## src/common/apb1_macros.svh

```systemverilog
// APB1 bridge build constants
// Slave count, bus widths and the address window of each leaf slave

`ifndef APB1_MACROS_SVH
`define APB1_MACROS_SVH

// Leaf slave count
`define APB1_SLV_NUM    4

// Bus widths
`define APB1_ADDR_W     32
`define APB1_DATA_W     32

// ********************************************************************
// Leaf windows, 4 KB each, bounds inclusive
// ********************************************************************
`define APB1_SLV0_BASE  32'h4000_0000
`define APB1_SLV0_END   32'h4000_0FFF

`define APB1_SLV1_BASE  32'h4000_1000
`define APB1_SLV1_END   32'h4000_1FFF

`define APB1_SLV2_BASE  32'h4000_2000
`define APB1_SLV2_END   32'h4000_2FFF

`define APB1_SLV3_BASE  32'h4000_3000
`define APB1_SLV3_END   32'h4000_3FFF

`endif

```

## src/common/apb1_pkg.sv

```systemverilog
// APB1 bridge types
// Bus field widths, per-slave vectors and the bridge state encoding

`include "apb1_macros.svh"

package apb1_pkg;

    // AHB and APB bus fields
    typedef logic [`APB1_ADDR_W-1:0]      addr_t;
    typedef logic [`APB1_DATA_W-1:0]      data_t;
    typedef logic [`APB1_DATA_W/8-1:0]    strb_t;
    typedef logic [2:0]                   pprot_t;
    typedef logic [1:0]                   htrans_t;
    typedef logic [2:0]                   hsize_t;
    typedef logic [3:0]                   hprot_t;
    typedef logic [1:0]                   hresp_t;

    // One bit per leaf slave
    typedef logic [`APB1_SLV_NUM-1:0]     slv_vec_t;

    // Read data of all leaf slaves, slave 0 in the low word
    typedef logic [`APB1_SLV_NUM-1:0][`APB1_DATA_W-1:0] slv_rdata_t;

    // Transfer sequencing, one-hot
    typedef enum logic [6:0]
    {
        IDLE      = 7'b000_0001,
        WAIT_WR   = 7'b000_0010,  // Slot for the AHB data phase
        SETUP_WR  = 7'b000_0100,
        ACCESS_WR = 7'b000_1000,
        WAIT_RD   = 7'b001_0000,  // Waiting for the first enable
        SETUP_RD  = 7'b010_0000,
        ACCESS_RD = 7'b100_0000
    } bridge_state_e;

endpackage

```

## src/common/apb1_root_if.sv

```systemverilog
// APB bus between the bridge and the leaf decoder
// Control from the FSM, payload from the request capture,
// response from the decoder

`timescale 1ns/1ns

interface apb1_root_if;
    import apb1_pkg::*;

    logic     psel;
    logic     penable;
    addr_t    paddr;
    data_t    pwdata;
    strb_t    pstrb;
    logic     pwrite;
    pprot_t   pprot;
    logic     pready;
    logic     pslverr;
    data_t    prdata;

    // Phase control and response sampling
    modport fsm_mp
    (
        output psel,
        output penable,
        input  pready,
        input  pslverr,
        input  prdata
    );

    // Registered address phase and write data
    modport capture_mp
    (
        output paddr,
        output pwdata,
        output pstrb,
        output pwrite,
        output pprot
    );

    modport decoder_mp
    (
        input  psel,
        input  paddr,
        output pready,
        output pslverr,
        output prdata
    );

endinterface

```

## src/hw/bridge/apb1_phase_fsm.sv

```systemverilog
// APB1 transfer sequencer
// Walks AHB requests through the APB setup and access phases on the
// APB clock enable, drives AHB ready-out, the error response and read data

`timescale 1ns/1ns

module apb1_phase_fsm
(
    input  logic                i_hclk,
    input  logic                i_hrst_n,
    input  logic                i_pclk_en,
    input  logic                i_hsel,
    input  logic                i_hreadyin,
    input  logic                i_hwrite,
    input  apb1_pkg::htrans_t   i_htrans,
    output logic                o_hreadyout,
    output apb1_pkg::hresp_t    o_hresp,
    output apb1_pkg::data_t     o_hrdata,
    output logic                o_addr_load,
    output logic                o_wdata_load,
    apb1_root_if.fsm_mp         bus
);
    import apb1_pkg::*;

    bridge_state_e  state;
    bridge_state_e  state_nxt;
    logic           ahb_req;
    logic           accept;
    logic           setup_nxt;
    logic           access_nxt;
    logic           xfer_done;
    logic           xfer_err;
    logic           err_hold;

    assign ahb_req   = i_hsel & i_htrans[1] & i_hreadyin;  // NONSEQ or SEQ
    assign accept    = ahb_req & o_hreadyout;
    assign xfer_done = bus.penable & bus.pready & i_pclk_en;
    assign xfer_err  = bus.psel & bus.penable & bus.pready & bus.pslverr;

    // ********************************************************************
    // State machine
    // ********************************************************************
    always_ff @(posedge i_hclk or negedge i_hrst_n)
    begin
        if (!i_hrst_n)
            state <= IDLE;
        else
            state <= state_nxt;
    end

    always_comb
    begin
        state_nxt = state;
        case (state)
            IDLE:
            begin
                if (accept && i_hwrite)
                    state_nxt = WAIT_WR;
                else if (accept)
                    state_nxt = i_pclk_en ? SETUP_RD : WAIT_RD;
            end
            WAIT_WR:
            begin
                if (i_pclk_en)
                    state_nxt = SETUP_WR;
            end
            SETUP_WR:
            begin
                if (i_pclk_en)
                    state_nxt = ACCESS_WR;
            end
            WAIT_RD:
            begin
                if (i_pclk_en)
                    state_nxt = SETUP_RD;
            end
            SETUP_RD:
            begin
                if (i_pclk_en)
                    state_nxt = ACCESS_RD;
            end
            ACCESS_WR, ACCESS_RD:
            begin
                if (i_pclk_en && bus.pready)
                    state_nxt = IDLE;
            end
            default:
                state_nxt = IDLE;
        endcase
    end

    assign setup_nxt  = (state_nxt == SETUP_WR) || (state_nxt == SETUP_RD);
    assign access_nxt = (state_nxt == ACCESS_WR) || (state_nxt == ACCESS_RD);

    // APB control
    always_ff @(posedge i_hclk or negedge i_hrst_n)
    begin
        if (!i_hrst_n)
        begin
            bus.psel    <= 1'b0;
            bus.penable <= 1'b0;
        end
        else
        begin
            bus.psel    <= setup_nxt | access_nxt;
            bus.penable <= access_nxt;
        end
    end

    // ********************************************************************
    // AHB side
    // ********************************************************************
    always_ff @(posedge i_hclk or negedge i_hrst_n)
    begin
        if (!i_hrst_n)
            o_hreadyout <= 1'b1;
        else if (o_hreadyout)
            o_hreadyout <= ~accept;
        else if (xfer_done)
            o_hreadyout <= 1'b1;
    end

    assign o_addr_load = o_hreadyout;

    // Write data arrives one cycle after its address
    always_ff @(posedge i_hclk or negedge i_hrst_n)
    begin
        if (!i_hrst_n)
            o_wdata_load <= 1'b0;
        else
            o_wdata_load <= accept & i_hwrite;
    end

    // Error stays up for the first ready cycle
    always_ff @(posedge i_hclk or negedge i_hrst_n)
    begin
        if (!i_hrst_n)
            err_hold <= 1'b0;
        else if (i_pclk_en)
            err_hold <= xfer_err;
        else if (o_hreadyout)
            err_hold <= 1'b0;
    end

    assign o_hresp = {1'b0, (xfer_err & i_pclk_en) | err_hold};  // OKAY or ERROR

    always_ff @(posedge i_hclk or negedge i_hrst_n)
    begin
        if (!i_hrst_n)
            o_hrdata <= '0;
        else if (state == ACCESS_RD && bus.pready && i_pclk_en)
            o_hrdata <= bus.prdata;
    end

    // Access phase is always preceded by its setup cycle
    a_penable_after_setup: assert property (@(posedge i_hclk) disable iff (!i_hrst_n)
        bus.penable |-> bus.psel && $past(bus.psel));

    a_wait_not_idle: assert property (@(posedge i_hclk) disable iff (!i_hrst_n)
        !o_hreadyout && !$past(accept) |-> state != IDLE);

endmodule

```

## src/hw/bridge/ahb_req_capture.sv

```systemverilog
// AHB address phase capture
// Holds address, direction, byte strobes and protection for the APB
// transfer, and latches write data from the AHB data phase

`timescale 1ns/1ns

module ahb_req_capture
(
    input  logic                i_hclk,
    input  logic                i_hrst_n,
    input  logic                i_addr_load,
    input  logic                i_wdata_load,
    input  apb1_pkg::addr_t     i_haddr,
    input  logic                i_hwrite,
    input  logic                i_hsec,
    input  apb1_pkg::hsize_t    i_hsize,
    input  apb1_pkg::hprot_t    i_hprot,
    input  apb1_pkg::data_t     i_hwdata,
    apb1_root_if.capture_mp     bus
);
    import apb1_pkg::*;

    strb_t   byte_strb;
    pprot_t  prot_map;

    // Byte lanes from size and low address bits, misaligned gives none
    always_comb
    begin
        byte_strb = '0;
        case (i_hsize)
            3'b000:
                byte_strb = strb_t'(4'b0001 << i_haddr[1:0]);
            3'b001:
            begin
                if (i_haddr[1:0] == 2'b00)
                    byte_strb = 4'b0011;
                else if (i_haddr[1:0] == 2'b10)
                    byte_strb = 4'b1100;
            end
            3'b010:
            begin
                if (i_haddr[1:0] == 2'b00)
                    byte_strb = 4'b1111;
            end
            default:
                byte_strb = '0;
        endcase
    end

    // Instruction / non-secure / privileged
    assign prot_map = {~i_hprot[0], ~i_hsec, i_hprot[1]};

    always_ff @(posedge i_hclk or negedge i_hrst_n)
    begin
        if (!i_hrst_n)
        begin
            bus.paddr  <= '0;
            bus.pwrite <= 1'b0;
            bus.pstrb  <= '0;
            bus.pprot  <= '0;
        end
        else if (i_addr_load)
        begin
            bus.paddr  <= i_haddr;
            bus.pwrite <= i_hwrite;
            bus.pstrb  <= byte_strb;
            bus.pprot  <= prot_map;
        end
    end

    always_ff @(posedge i_hclk or negedge i_hrst_n)
    begin
        if (!i_hrst_n)
            bus.pwdata <= '0;
        else if (i_wdata_load)
            bus.pwdata <= i_hwdata;  // AHB data phase
    end

endmodule

```

## src/hw/apb1_leaf_decoder.sv

```systemverilog
// APB1 leaf decoder
// Maps the root address onto the leaf windows, routes the response of
// the selected slave back, answers unmapped addresses with an error

`timescale 1ns/1ns

`include "apb1_macros.svh"

module apb1_leaf_decoder
(
    apb1_root_if.decoder_mp         bus,
    output apb1_pkg::slv_vec_t      o_psel,
    input  apb1_pkg::slv_vec_t      i_pready,
    input  apb1_pkg::slv_vec_t      i_pslverr,
    input  apb1_pkg::slv_rdata_t    i_prdata
);
    import apb1_pkg::*;

    slv_vec_t  win_hit;
    logic      no_hit;

    // Window match
    assign win_hit[0] = (bus.paddr >= `APB1_SLV0_BASE) && (bus.paddr <= `APB1_SLV0_END);
    assign win_hit[1] = (bus.paddr >= `APB1_SLV1_BASE) && (bus.paddr <= `APB1_SLV1_END);
    assign win_hit[2] = (bus.paddr >= `APB1_SLV2_BASE) && (bus.paddr <= `APB1_SLV2_END);
    assign win_hit[3] = (bus.paddr >= `APB1_SLV3_BASE) && (bus.paddr <= `APB1_SLV3_END);

    assign o_psel = bus.psel ? win_hit : '0;
    assign no_hit = bus.psel & ~(|win_hit);

    // Unmapped access completes at once with an error
    assign bus.pready  = (|(o_psel & i_pready)) | no_hit;
    assign bus.pslverr = (|(o_psel & i_pslverr)) | no_hit;

    always_comb
    begin
        bus.prdata = '0;
        for (int i = 0; i < `APB1_SLV_NUM; i++)
        begin
            if (win_hit[i])
                bus.prdata = i_prdata[i];
        end
    end

    // Windows must not overlap
    always_comb
    begin
        a_psel_onehot: assert final ($onehot0(o_psel))
            else $error("leaf selects not one-hot: %b", o_psel);
    end

endmodule

```

## src/hw/apb1_bridge_top.sv

```systemverilog
// AHB to APB1 bridge with leaf decode
// AHB slave in, four APB leaf slaves out on shared payload lines

`timescale 1ns/1ns

module apb1_bridge_top
(
    input  logic                    i_hclk,
    input  logic                    i_hrst_n,
    input  logic                    i_pclk_en,
    input  logic                    i_hsel,
    input  logic                    i_hreadyin,
    input  apb1_pkg::addr_t         i_haddr,
    input  logic                    i_hwrite,
    input  apb1_pkg::htrans_t       i_htrans,
    input  apb1_pkg::hsize_t        i_hsize,
    input  apb1_pkg::hprot_t        i_hprot,
    input  logic                    i_hsec,
    input  apb1_pkg::data_t         i_hwdata,
    output logic                    o_hreadyout,
    output apb1_pkg::hresp_t        o_hresp,
    output apb1_pkg::data_t         o_hrdata,
    output apb1_pkg::slv_vec_t      o_psel,
    output apb1_pkg::addr_t         o_paddr,
    output logic                    o_penable,
    output apb1_pkg::data_t         o_pwdata,
    output apb1_pkg::strb_t         o_pstrb,
    output logic                    o_pwrite,
    output apb1_pkg::pprot_t        o_pprot,
    input  apb1_pkg::slv_vec_t      i_pready,
    input  apb1_pkg::slv_vec_t      i_pslverr,
    input  apb1_pkg::slv_rdata_t    i_prdata
);

    logic  addr_load;
    logic  wdata_load;

    apb1_root_if root_bus ();

    apb1_phase_fsm u_phase_fsm
    (
        .i_hclk        (i_hclk),
        .i_hrst_n      (i_hrst_n),
        .i_pclk_en     (i_pclk_en),
        .i_hsel        (i_hsel),
        .i_hreadyin    (i_hreadyin),
        .i_hwrite      (i_hwrite),
        .i_htrans      (i_htrans),
        .o_hreadyout   (o_hreadyout),
        .o_hresp       (o_hresp),
        .o_hrdata      (o_hrdata),
        .o_addr_load   (addr_load),
        .o_wdata_load  (wdata_load),
        .bus           (root_bus)
    );

    ahb_req_capture u_req_capture
    (
        .i_hclk        (i_hclk),
        .i_hrst_n      (i_hrst_n),
        .i_addr_load   (addr_load),
        .i_wdata_load  (wdata_load),
        .i_haddr       (i_haddr),
        .i_hwrite      (i_hwrite),
        .i_hsec        (i_hsec),
        .i_hsize       (i_hsize),
        .i_hprot       (i_hprot),
        .i_hwdata      (i_hwdata),
        .bus           (root_bus)
    );

    apb1_leaf_decoder u_leaf_decoder
    (
        .bus           (root_bus),
        .o_psel        (o_psel),
        .i_pready      (i_pready),
        .i_pslverr     (i_pslverr),
        .i_prdata      (i_prdata)
    );

    // Shared leaf payload
    assign o_paddr   = root_bus.paddr;
    assign o_penable = root_bus.penable;
    assign o_pwdata  = root_bus.pwdata;
    assign o_pstrb   = root_bus.pstrb;
    assign o_pwrite  = root_bus.pwrite;
    assign o_pprot   = root_bus.pprot;

endmodule

```

## config.mk

```make
export PLATFORM = sky130hd
export DESIGN_NAME = apb1_bridge_top
export DESIGN_NICKNAME = d
export VERILOG_FILES = /design/src/common/apb1_pkg.sv /design/src/common/apb1_root_if.sv /design/src/hw/bridge/apb1_phase_fsm.sv /design/src/hw/bridge/ahb_req_capture.sv /design/src/hw/apb1_leaf_decoder.sv /design/src/hw/apb1_bridge_top.sv
export VERILOG_INCLUDE_DIRS = /design/src /design/src/common
export SDC_FILE = /design/constraint.sdc
export NUM_CORES = 1
export LEC_CHECK = 0
export ABC_CLOCK_PERIOD_IN_PS = 3010
export BUFFER_PORTS_ARGS = -buffer_cell sky130_fd_sc_hd__buf_4
export CAP_MARGIN = 20
export CORE_MARGIN = 2
export CORE_UTILIZATION = 40
export CTS_CLUSTER_SIZE = 10
export DETAILED_ROUTE_END_ITERATION = 10
export GPL_TIMING_DRIVEN = 0
export PLACE_DENSITY = 0.77
export SLEW_MARGIN = 10
export SYNTH_ARGS = -nofsm -noshare
export SYNTH_HDL_FRONTEND = slang
export SYNTH_SLANG_ARGS = --single-unit
```

## constraint.sdc

```tcl
create_clock -name i_hclk -period 3.01 [get_ports i_hclk]
set_input_delay 0.4515 -clock i_hclk [delete_from_list [all_inputs] [get_ports i_hclk]]
set_output_delay 0.4515 -clock i_hclk [all_outputs]
set_load 0.02 [all_outputs]
```

==> results of run 1 <==
## worst max-delay path, cell delays in order (launching register included)
cell     delay, ns
dfrtp_1       0.41
nor4_4        0.28
buf_4         0.19
buf_8         0.11
nand2_4       0.05
buf_8         0.13
buf_6         0.11
o31ai_4       0.32
o21a_1        0.24
o31ai_2       0.09
buf_4         0.16
## stage by stage
| step | instances | setup TNS, ns | util [%] | instance area, µm² | power [µW] |
|---|---|---|---|---|---|
| 2_1_floorplan | 573 | 0 | - | 6520 | 3750 |
| 3_3_place_gp | 1112 | -0.540 | 58.0 | 9210 | 5000 |
| 3_5_place_dp | 1113 | -0.490 | 58.2 | 9250 | 5060 |
| 4_1_cts | 1156 | 0 | 62.9 | 10000 | 7250 |
| 5_1_grt | 1167 | -0.0348 | 63.7 | 10100 | 7600 |
| 6_report | 1167 | 0 | 63.7 | 10100 | 7270 |
## repair_timing
| item | CTS | global route |
|---|---|---|
| gates resized for setup | 15 | 11 |
| cloned | 0 | 0 |
| pin swaps | 7 | 7 |
| setup endpoints to repair | 5 | 1 |
| buffers inserted | 12 | 11 |
## layout by cell type, fill, tap and decap left out, types with 3 or more instances in the layout
master,instances
inv_6,4
inv_1,4
clkbuf_1,39
nor2_1,11
buf_1,6
buf_4,345
nand3b_1,4
clkinv_4,3
and3_1,21
nor2b_1,5
buf_2,7
o21ai_1,3
nor3b_1,3
bufinv_16,3
o21ai_0,5
o211ai_1,3
nand4_1,33
nor4_1,4
a31oi_1,3
buf_8,3
buf_6,5
mux2_4,30
a21oi_1,5
mux2_2,67
o32ai_1,32
nand2b_1,4
a221o_1,32
dfrtp_1,114
nor3_1,9
o31ai_1,3
nor4_4,5
a22o_1,3
xnor2_1,3
nand3_1,6
clkbuf_16,17
and4_1,19
nand2_1,45
## cell families after synthesis
kind of cell | after synthesis
buf+inv | 66
compound gates | 102
flops | 116
mux | 99
simple gates | 184
other cells | 1
xor+xnor | 5
## metal layers
| metal | vias up | routed length, µm | part of all wire [%] | global-route usage [%] |
|---|---|---|---|---|
| li1 | 2958 | - | - | - |
| met1 | 3214 | 9190 | 40 | 32.7 |
| met5 | - | 0 | 0 | 0 |
| met3 | 37 | 1930 | 8.4 | 6.37 |
| met4 | 0 | 462 | 2.0 | 8.88 |
| met2 | 366 | 11500 | 50 | 44.0 |
## cell type report
| class | instances | area, µm² |
|---|---|---|
| clock buffer | 18 | 429 |
| buffer | 61 | 297 |
| timing repair buffer | 347 | 2640 |
| multi-input combinational | 391 | 3390 |
| sequential | 116 | 2910 |
| tap | 216 | 270 |
| clock inverter | 14 | 176 |
| inverter | 4 | 15.0 |
| fill | 1301 | 5760 |
## sequential cells by signal, indices dropped and copies added (netlist names), 3 cells and up
| signal | cells |
|---|---|
| u_req_capture.bus.pstrb | 4 |
| u_phase_fsm.state | 7 |
| u_phase_fsm.o_hrdata | 32 |
| u_req_capture.bus.pwdata | 32 |
| u_req_capture.bus.pprot | 3 |
| u_req_capture.bus.paddr | 32 |
## path summary, 6_finish.rpt
| kind | start | end | slack [ns] | cells past startpoint |
|---|---|---|---|---|
| setup / recovery | u_req_capture.bus.paddr[22]$_DFFE_PN0P_ | o_hresp[0] | 0.05 | 10 |
| hold / removal | i_hrst_n | u_req_capture.bus.paddr[0]$_DFFE_PN0P_ | 0.02 | 1 |
| setup reg to reg | u_req_capture.bus.paddr[22]$_DFFE_PN0P_ | u_phase_fsm.o_hrdata[20]$_DFFE_PN0P_ | 0.44 | 10 |
| hold reg to reg | u_req_capture.bus.pstrb[2]$_DFFE_PN0P_ | u_req_capture.bus.pstrb[2]$_DFFE_PN0P_ | 0.48 | 2 |
| max in group asynchronous | i_hrst_n | u_phase_fsm.state[0]$_DFF_PN1_ | 2.24 | 2 |
| min in group i_hclk | i_hsec | u_req_capture.bus.pprot[1]$_DFFE_PN0P_ | 0.22 | 2 |
## where the power goes
group | leakage, µW | total [µW] | switching (µW) | internal, µW
logic | 0.00293 | 2840 | 1550 | 1290
registers | 0.00148 | 2350 | 354 | 1990
clock network | 0.000292 | 2080 | 766 | 1310
==> impl_metrics.env, run 1 <==
export IMPL_status="finished clean"
export IMPL_finalSetupViolCount=0
export IMPL_ys_ff_latch=116
export IMPL_hold_class="in2async"
export IMPL_cts_root_buf="clkbuf_16"
export IMPL_post_route_period_util_pct=98.4
export IMPL_grt_overflow_total=0
export IMPL_synth_compound_area_share_pct=14.1
export IMPL_clk_latency_ns=0.41
export IMPL_syn_inst=573
export IMPL_hold_ws_ns=0.0150
export IMPL_die_area_um2=17300
export IMPL_gp_congestion=0.878
export IMPL_synthMuxAreaShare_pct=18.8
export IMPL_hold_viol=0
export IMPL_yosysTopAreaCellShare_pct=43.8
export IMPL_track_usage_pct=26.1
export IMPL_max_freq_mhz=338
export IMPL_synth_top_family_by_area="multiplexers"
export IMPL_via_count=6575
export IMPL_cts_made_buffers=17
export IMPL_maxSlewHeadroom_pct=58.8
export IMPL_synth_nets=789
export IMPL_grt_setup_unrepaired="yes"
export IMPL_dp_slack_ns=-0.280
export IMPL_die_width_um=132
export IMPL_diodes=0
export IMPL_cp_required_ns=2.56
export IMPL_p_leak_uw=0.00471
export IMPL_worst_pin_slew_ns=0.618
export IMPL_cts_htree_levels=4
export IMPL_drtPass1Iterations=6
export IMPL_synth_simple_area_share_pct=17.3
export IMPL_grt_pass1_wl_um=35900
export IMPL_power_density_nw_per_um2=718
export IMPL_clock_skew_ns=0.00852
export IMPL_cts_tree="built"
export IMPL_peakVddDrop_v=0.000630
export IMPL_routed_wl_um=23100
export IMPL_synth_cell_type_count=55
export IMPL_core_um2=15900
export IMPL_drcViolationCount=0
export IMPL_ys_flop_type="dfrtp_1"
export IMPL_layout_min_cycle_time_ns=2.96
export IMPL_synth_area_leaders="dfrtp_1, mux2_2, mux2_4"
export IMPL_drive_gt1_share_pct=53.8
export IMPL_synth_area_um2=6520
export IMPL_worstPathArrival_ns=2.51
export IMPL_synthArstFlopShare_pct=100
export IMPL_synth_largest_area_cell="dfrtp_1"
export IMPL_post_drt_via_cell_ratio=5.63
export IMPL_synth_edf_count=0
export IMPL_netlist_top_cells_count="dfrtp_1, mux2_2, nand2_1"
export IMPL_nets=1154
export IMPL_io_pins=328
export IMPL_ant_nets=0
export IMPL_synth_most_common_cell="dfrtp_1"
export IMPL_first_iter_violations=487
export IMPL_hold_buffers=0
export IMPL_synth_seq_area_share_pct=44.6
export IMPL_grt_pass1_vias=6634
export IMPL_areaGrowthSynthToFinish_pct=55.3
export IMPL_synth_xor_area_share_pct=0.672
export IMPL_worstSetupPathType="reg2out"
export IMPL_die_y_um=132
export IMPL_avgSynthCellArea_um2=11.4
export IMPL_cts_num_sinks=116
export IMPL_avgRoutedWirePerCell_um=19.8
export IMPL_antenna_found_initial=0
export IMPL_drv_slew=0
export IMPL_max_cap_violations=0
export IMPL_start_util_pct=41.0
export IMPL_ys_warn_count=0
export IMPL_clockBufferDepth=2
export IMPL_port_buffers=323
export IMPL_core_rowCount=46
export IMPL_cts_clk_slew_worst_paths_ns=0.06
export IMPL_endpoint_kind="output port"
export IMPL_dp_hpwl_um=17100
export IMPL_synthAdderAreaFrac_pct=0
export IMPL_cp_start_kind="flip-flop"
export IMPL_path_max_fanout=5
export IMPL_grt_start_max_net_pins=62
export IMPL_setup_ws_ns=0.0486
Power figures use the tool's default switching activity.
==> run 2: changes to the inputs <==
--- a/config.mk
+++ b/config.mk
@@ -9,12 +9,14 @@
 export ABC_CLOCK_PERIOD_IN_PS = 3010
 export BUFFER_PORTS_ARGS = -buffer_cell sky130_fd_sc_hd__buf_4
 export CAP_MARGIN = 20
+export CELL_PAD_IN_SITES_DETAIL_PLACEMENT = 1
+export CELL_PAD_IN_SITES_GLOBAL_PLACEMENT = 2
 export CORE_MARGIN = 2
-export CORE_UTILIZATION = 40
+export CORE_UTILIZATION = 27
 export CTS_CLUSTER_SIZE = 10
 export DETAILED_ROUTE_END_ITERATION = 10
 export GPL_TIMING_DRIVEN = 0
-export PLACE_DENSITY = 0.77
+export PLACE_DENSITY = 0.85
 export SLEW_MARGIN = 10
 export SYNTH_ARGS = -nofsm -noshare
 export SYNTH_HDL_FRONTEND = slang
==> impl_metrics.env, run 2 (synthesis results as in run 1) <==
export IMPL_status="finished clean"
export IMPL_dp_slack_ns=-0.509
export IMPL_drive_gt1_share_pct=54.0
export IMPL_grt_overflow_total=0
export IMPL_worstSetupPathType="reg2out"
export IMPL_die_area_um2=25400
export IMPL_grt_setup_unrepaired="yes"
export IMPL_clk_latency_ns=0.42
export IMPL_diodes=0
export IMPL_finalSetupViolCount=0
export IMPL_max_cap_violations=0
export IMPL_start_util_pct=27.6
export IMPL_drtPass1Iterations=5
export IMPL_setup_ws_ns=0.102
export IMPL_grt_pass1_wl_um=40100
export IMPL_areaGrowthSynthToFinish_pct=57.0
export IMPL_first_iter_violations=303
export IMPL_antenna_found_initial=1
export IMPL_path_cells="nor4_4 > buf_6 > nand2_4 > clkbuf_16 > nor4_4 > o21a_1 > o31ai_2 > buf_4"
export IMPL_instances_no_fill=1268
export IMPL_biggestRegsByFlops="u_phase_fsm.o_hrdata: 32 flops, u_req_capture.bus.paddr: 32 flops, u_req_capture.bus.pwdata: 32 flops"
export IMPL_power_density_nw_per_um2=715
export IMPL_cts_htree_levels=4
export IMPL_cp_start_kind="flip-flop"
export IMPL_avgRoutedWirePerCell_um=20.7
export IMPL_cts_clk_slew_worst_paths_ns=0.06
export IMPL_drv_slew=0
export IMPL_cp_num_buf_inv=3
export IMPL_core_rowCount=56
export IMPL_layout_commonest_cell="buf_4"
export IMPL_post_route_period_util_pct=96.6
export IMPL_crit_family="simple AND/OR/NAND/NOR gates"
export IMPL_clock_skew_ns=0.00966
export IMPL_drcViolationCount=0
export IMPL_worstPathArrival_ns=2.46
export IMPL_dp_cells=1216
export IMPL_worst_pin_slew_ns=0.616
export IMPL_p_leak_uw=0.00468
export IMPL_grt_pass1_vias=6885
export IMPL_dp_hpwl_um=19700
export IMPL_cts_num_sinks=116
export IMPL_layout_min_cycle_time_ns=2.91
export IMPL_post_drt_via_cell_ratio=5.07
export IMPL_nets=1152
export IMPL_clockBufferDepth=2
export IMPL_hold_viol=0
export IMPL_fin_util_pct=43.3
export IMPL_maxSlewHeadroom_pct=58.9
export IMPL_tns_ns=0
export IMPL_core_um2=23600
export IMPL_via_count=6426
export IMPL_port_buffers=323
export IMPL_io_pins=328
export IMPL_grt_start_max_net_pins=77
export IMPL_routed_wl_um=26300
export IMPL_cts_made_buffers=17
export IMPL_final_cell_mix="buf_4, dfrtp_1, mux2_2, nand2_1, clkbuf_1"
export IMPL_gp_congestion=0.841
export IMPL_path_common_cell="nor4_4"
export IMPL_die_y_um=159
export IMPL_slowest_delay_ns=0.44
export IMPL_path_max_fanout=6
export IMPL_slowest_stage="dfrtp_1"
export IMPL_hold_class="in2reg"
export IMPL_die_width_um=159
export IMPL_peakVddDrop_v=0.000482
export IMPL_endpoint_kind="output port"
export IMPL_cp_required_ns=2.56
export IMPL_track_usage_pct=20.3
export IMPL_cts_root_buf="clkbuf_16"
export IMPL_ant_nets=0
export IMPL_cts_tree="built"
export IMPL_max_freq_mhz=344
run 2: final cells by class:
cell class,instances,area [µm²]
buffer,59,288
clock buffer,18,429
clock inverter,14,170
fill,2698,13400
inverter,4,15.0
multi-input combinational,391,3390
sequential,116,2910
tap,319,399
timing repair buffer,347,2640
run 2: report_power, final:
part	switching, µW	internal [µW]	leakage (µW)
logic	1570	1270	0.00291
registers	366	1990	0.00148
clock network	867	1250	0.000287
total	2810	4510	0.00468
run 2: stage by stage:
| step | hold slack, ns | instance area, µm² | power, µW |
|---|---|---|---|
| 6_report | 0.211 | 10200 | 7320 |
| 5_1_grt | 0.207 | 10200 | 7700 |
| 4_1_cts | 0.192 | 10200 | 7430 |
| 3_5_place_dp | 0.392 | 9370 | 5140 |
| 3_3_place_gp | 0.468 | 9340 | 5070 |
| 2_1_floorplan | 0.156 | 6520 | 3750 |
run 2: timing repair:
| action | CTS | global route |
|---|---|---|
| setup endpoints to repair | 5 | 1 |
| hold buffers | 1 | 0 |
| pin swaps | 9 | 5 |
| setup buffers | 17 | 5 |
| endpoints found under the hold margin | 40 | 0 |
| resized for setup | 24 | 2 |
| gates cloned | 0 | 0 |
run 2: worst reg2reg max path: stages, from the launching register on:
cell and delay [ns]:
dfrtp_1 0.36, clkbuf_1 0.22, nor4_1 0.58, and3_1 0.32, o311ai_2 0.15, o22ai_4 0.33, buf_6 0.25, mux2_4 0.32
run 2: routing by layer:
| metal | track usage (%) | part of all wire (%) |
|---|---|---|
| met5 | 0 | 0 |
| met3 | 6.51 | 7.5 |
| met4 | 6.20 | 2.4 |
| met2 | 33.7 | 48 |
| met1 | 25.0 | 42 |
run 2: final timing paths:
path | endpoint | slack (ns) | cells past startpoint | startpoint
max | o_hresp[0] | 0.10 | 8 | u_req_capture.bus.paddr[22]$_DFFE_PN0P_
min | u_req_capture.bus.pprot[2]$_DFFE_PN0P_ | 0.21 | 2 | i_hprot[0]
max reg2reg | u_phase_fsm.o_hrdata[30]$_DFFE_PN0P_ | 0.36 | 7 | u_phase_fsm.state[1]$_DFF_PN0_
min reg2reg | u_req_capture.bus.pstrb[2]$_DFFE_PN0P_ | 0.49 | 2 | u_req_capture.bus.pstrb[2]$_DFFE_PN0P_
max in group asynchronous | u_phase_fsm.o_addr_load$_DFF_PN1_ | 1.68 | 3 | i_hrst_n
min in group asynchronous | u_phase_fsm.o_hrdata[13]$_DFFE_PN0P_ | 0.51 | 2 | i_hrst_n
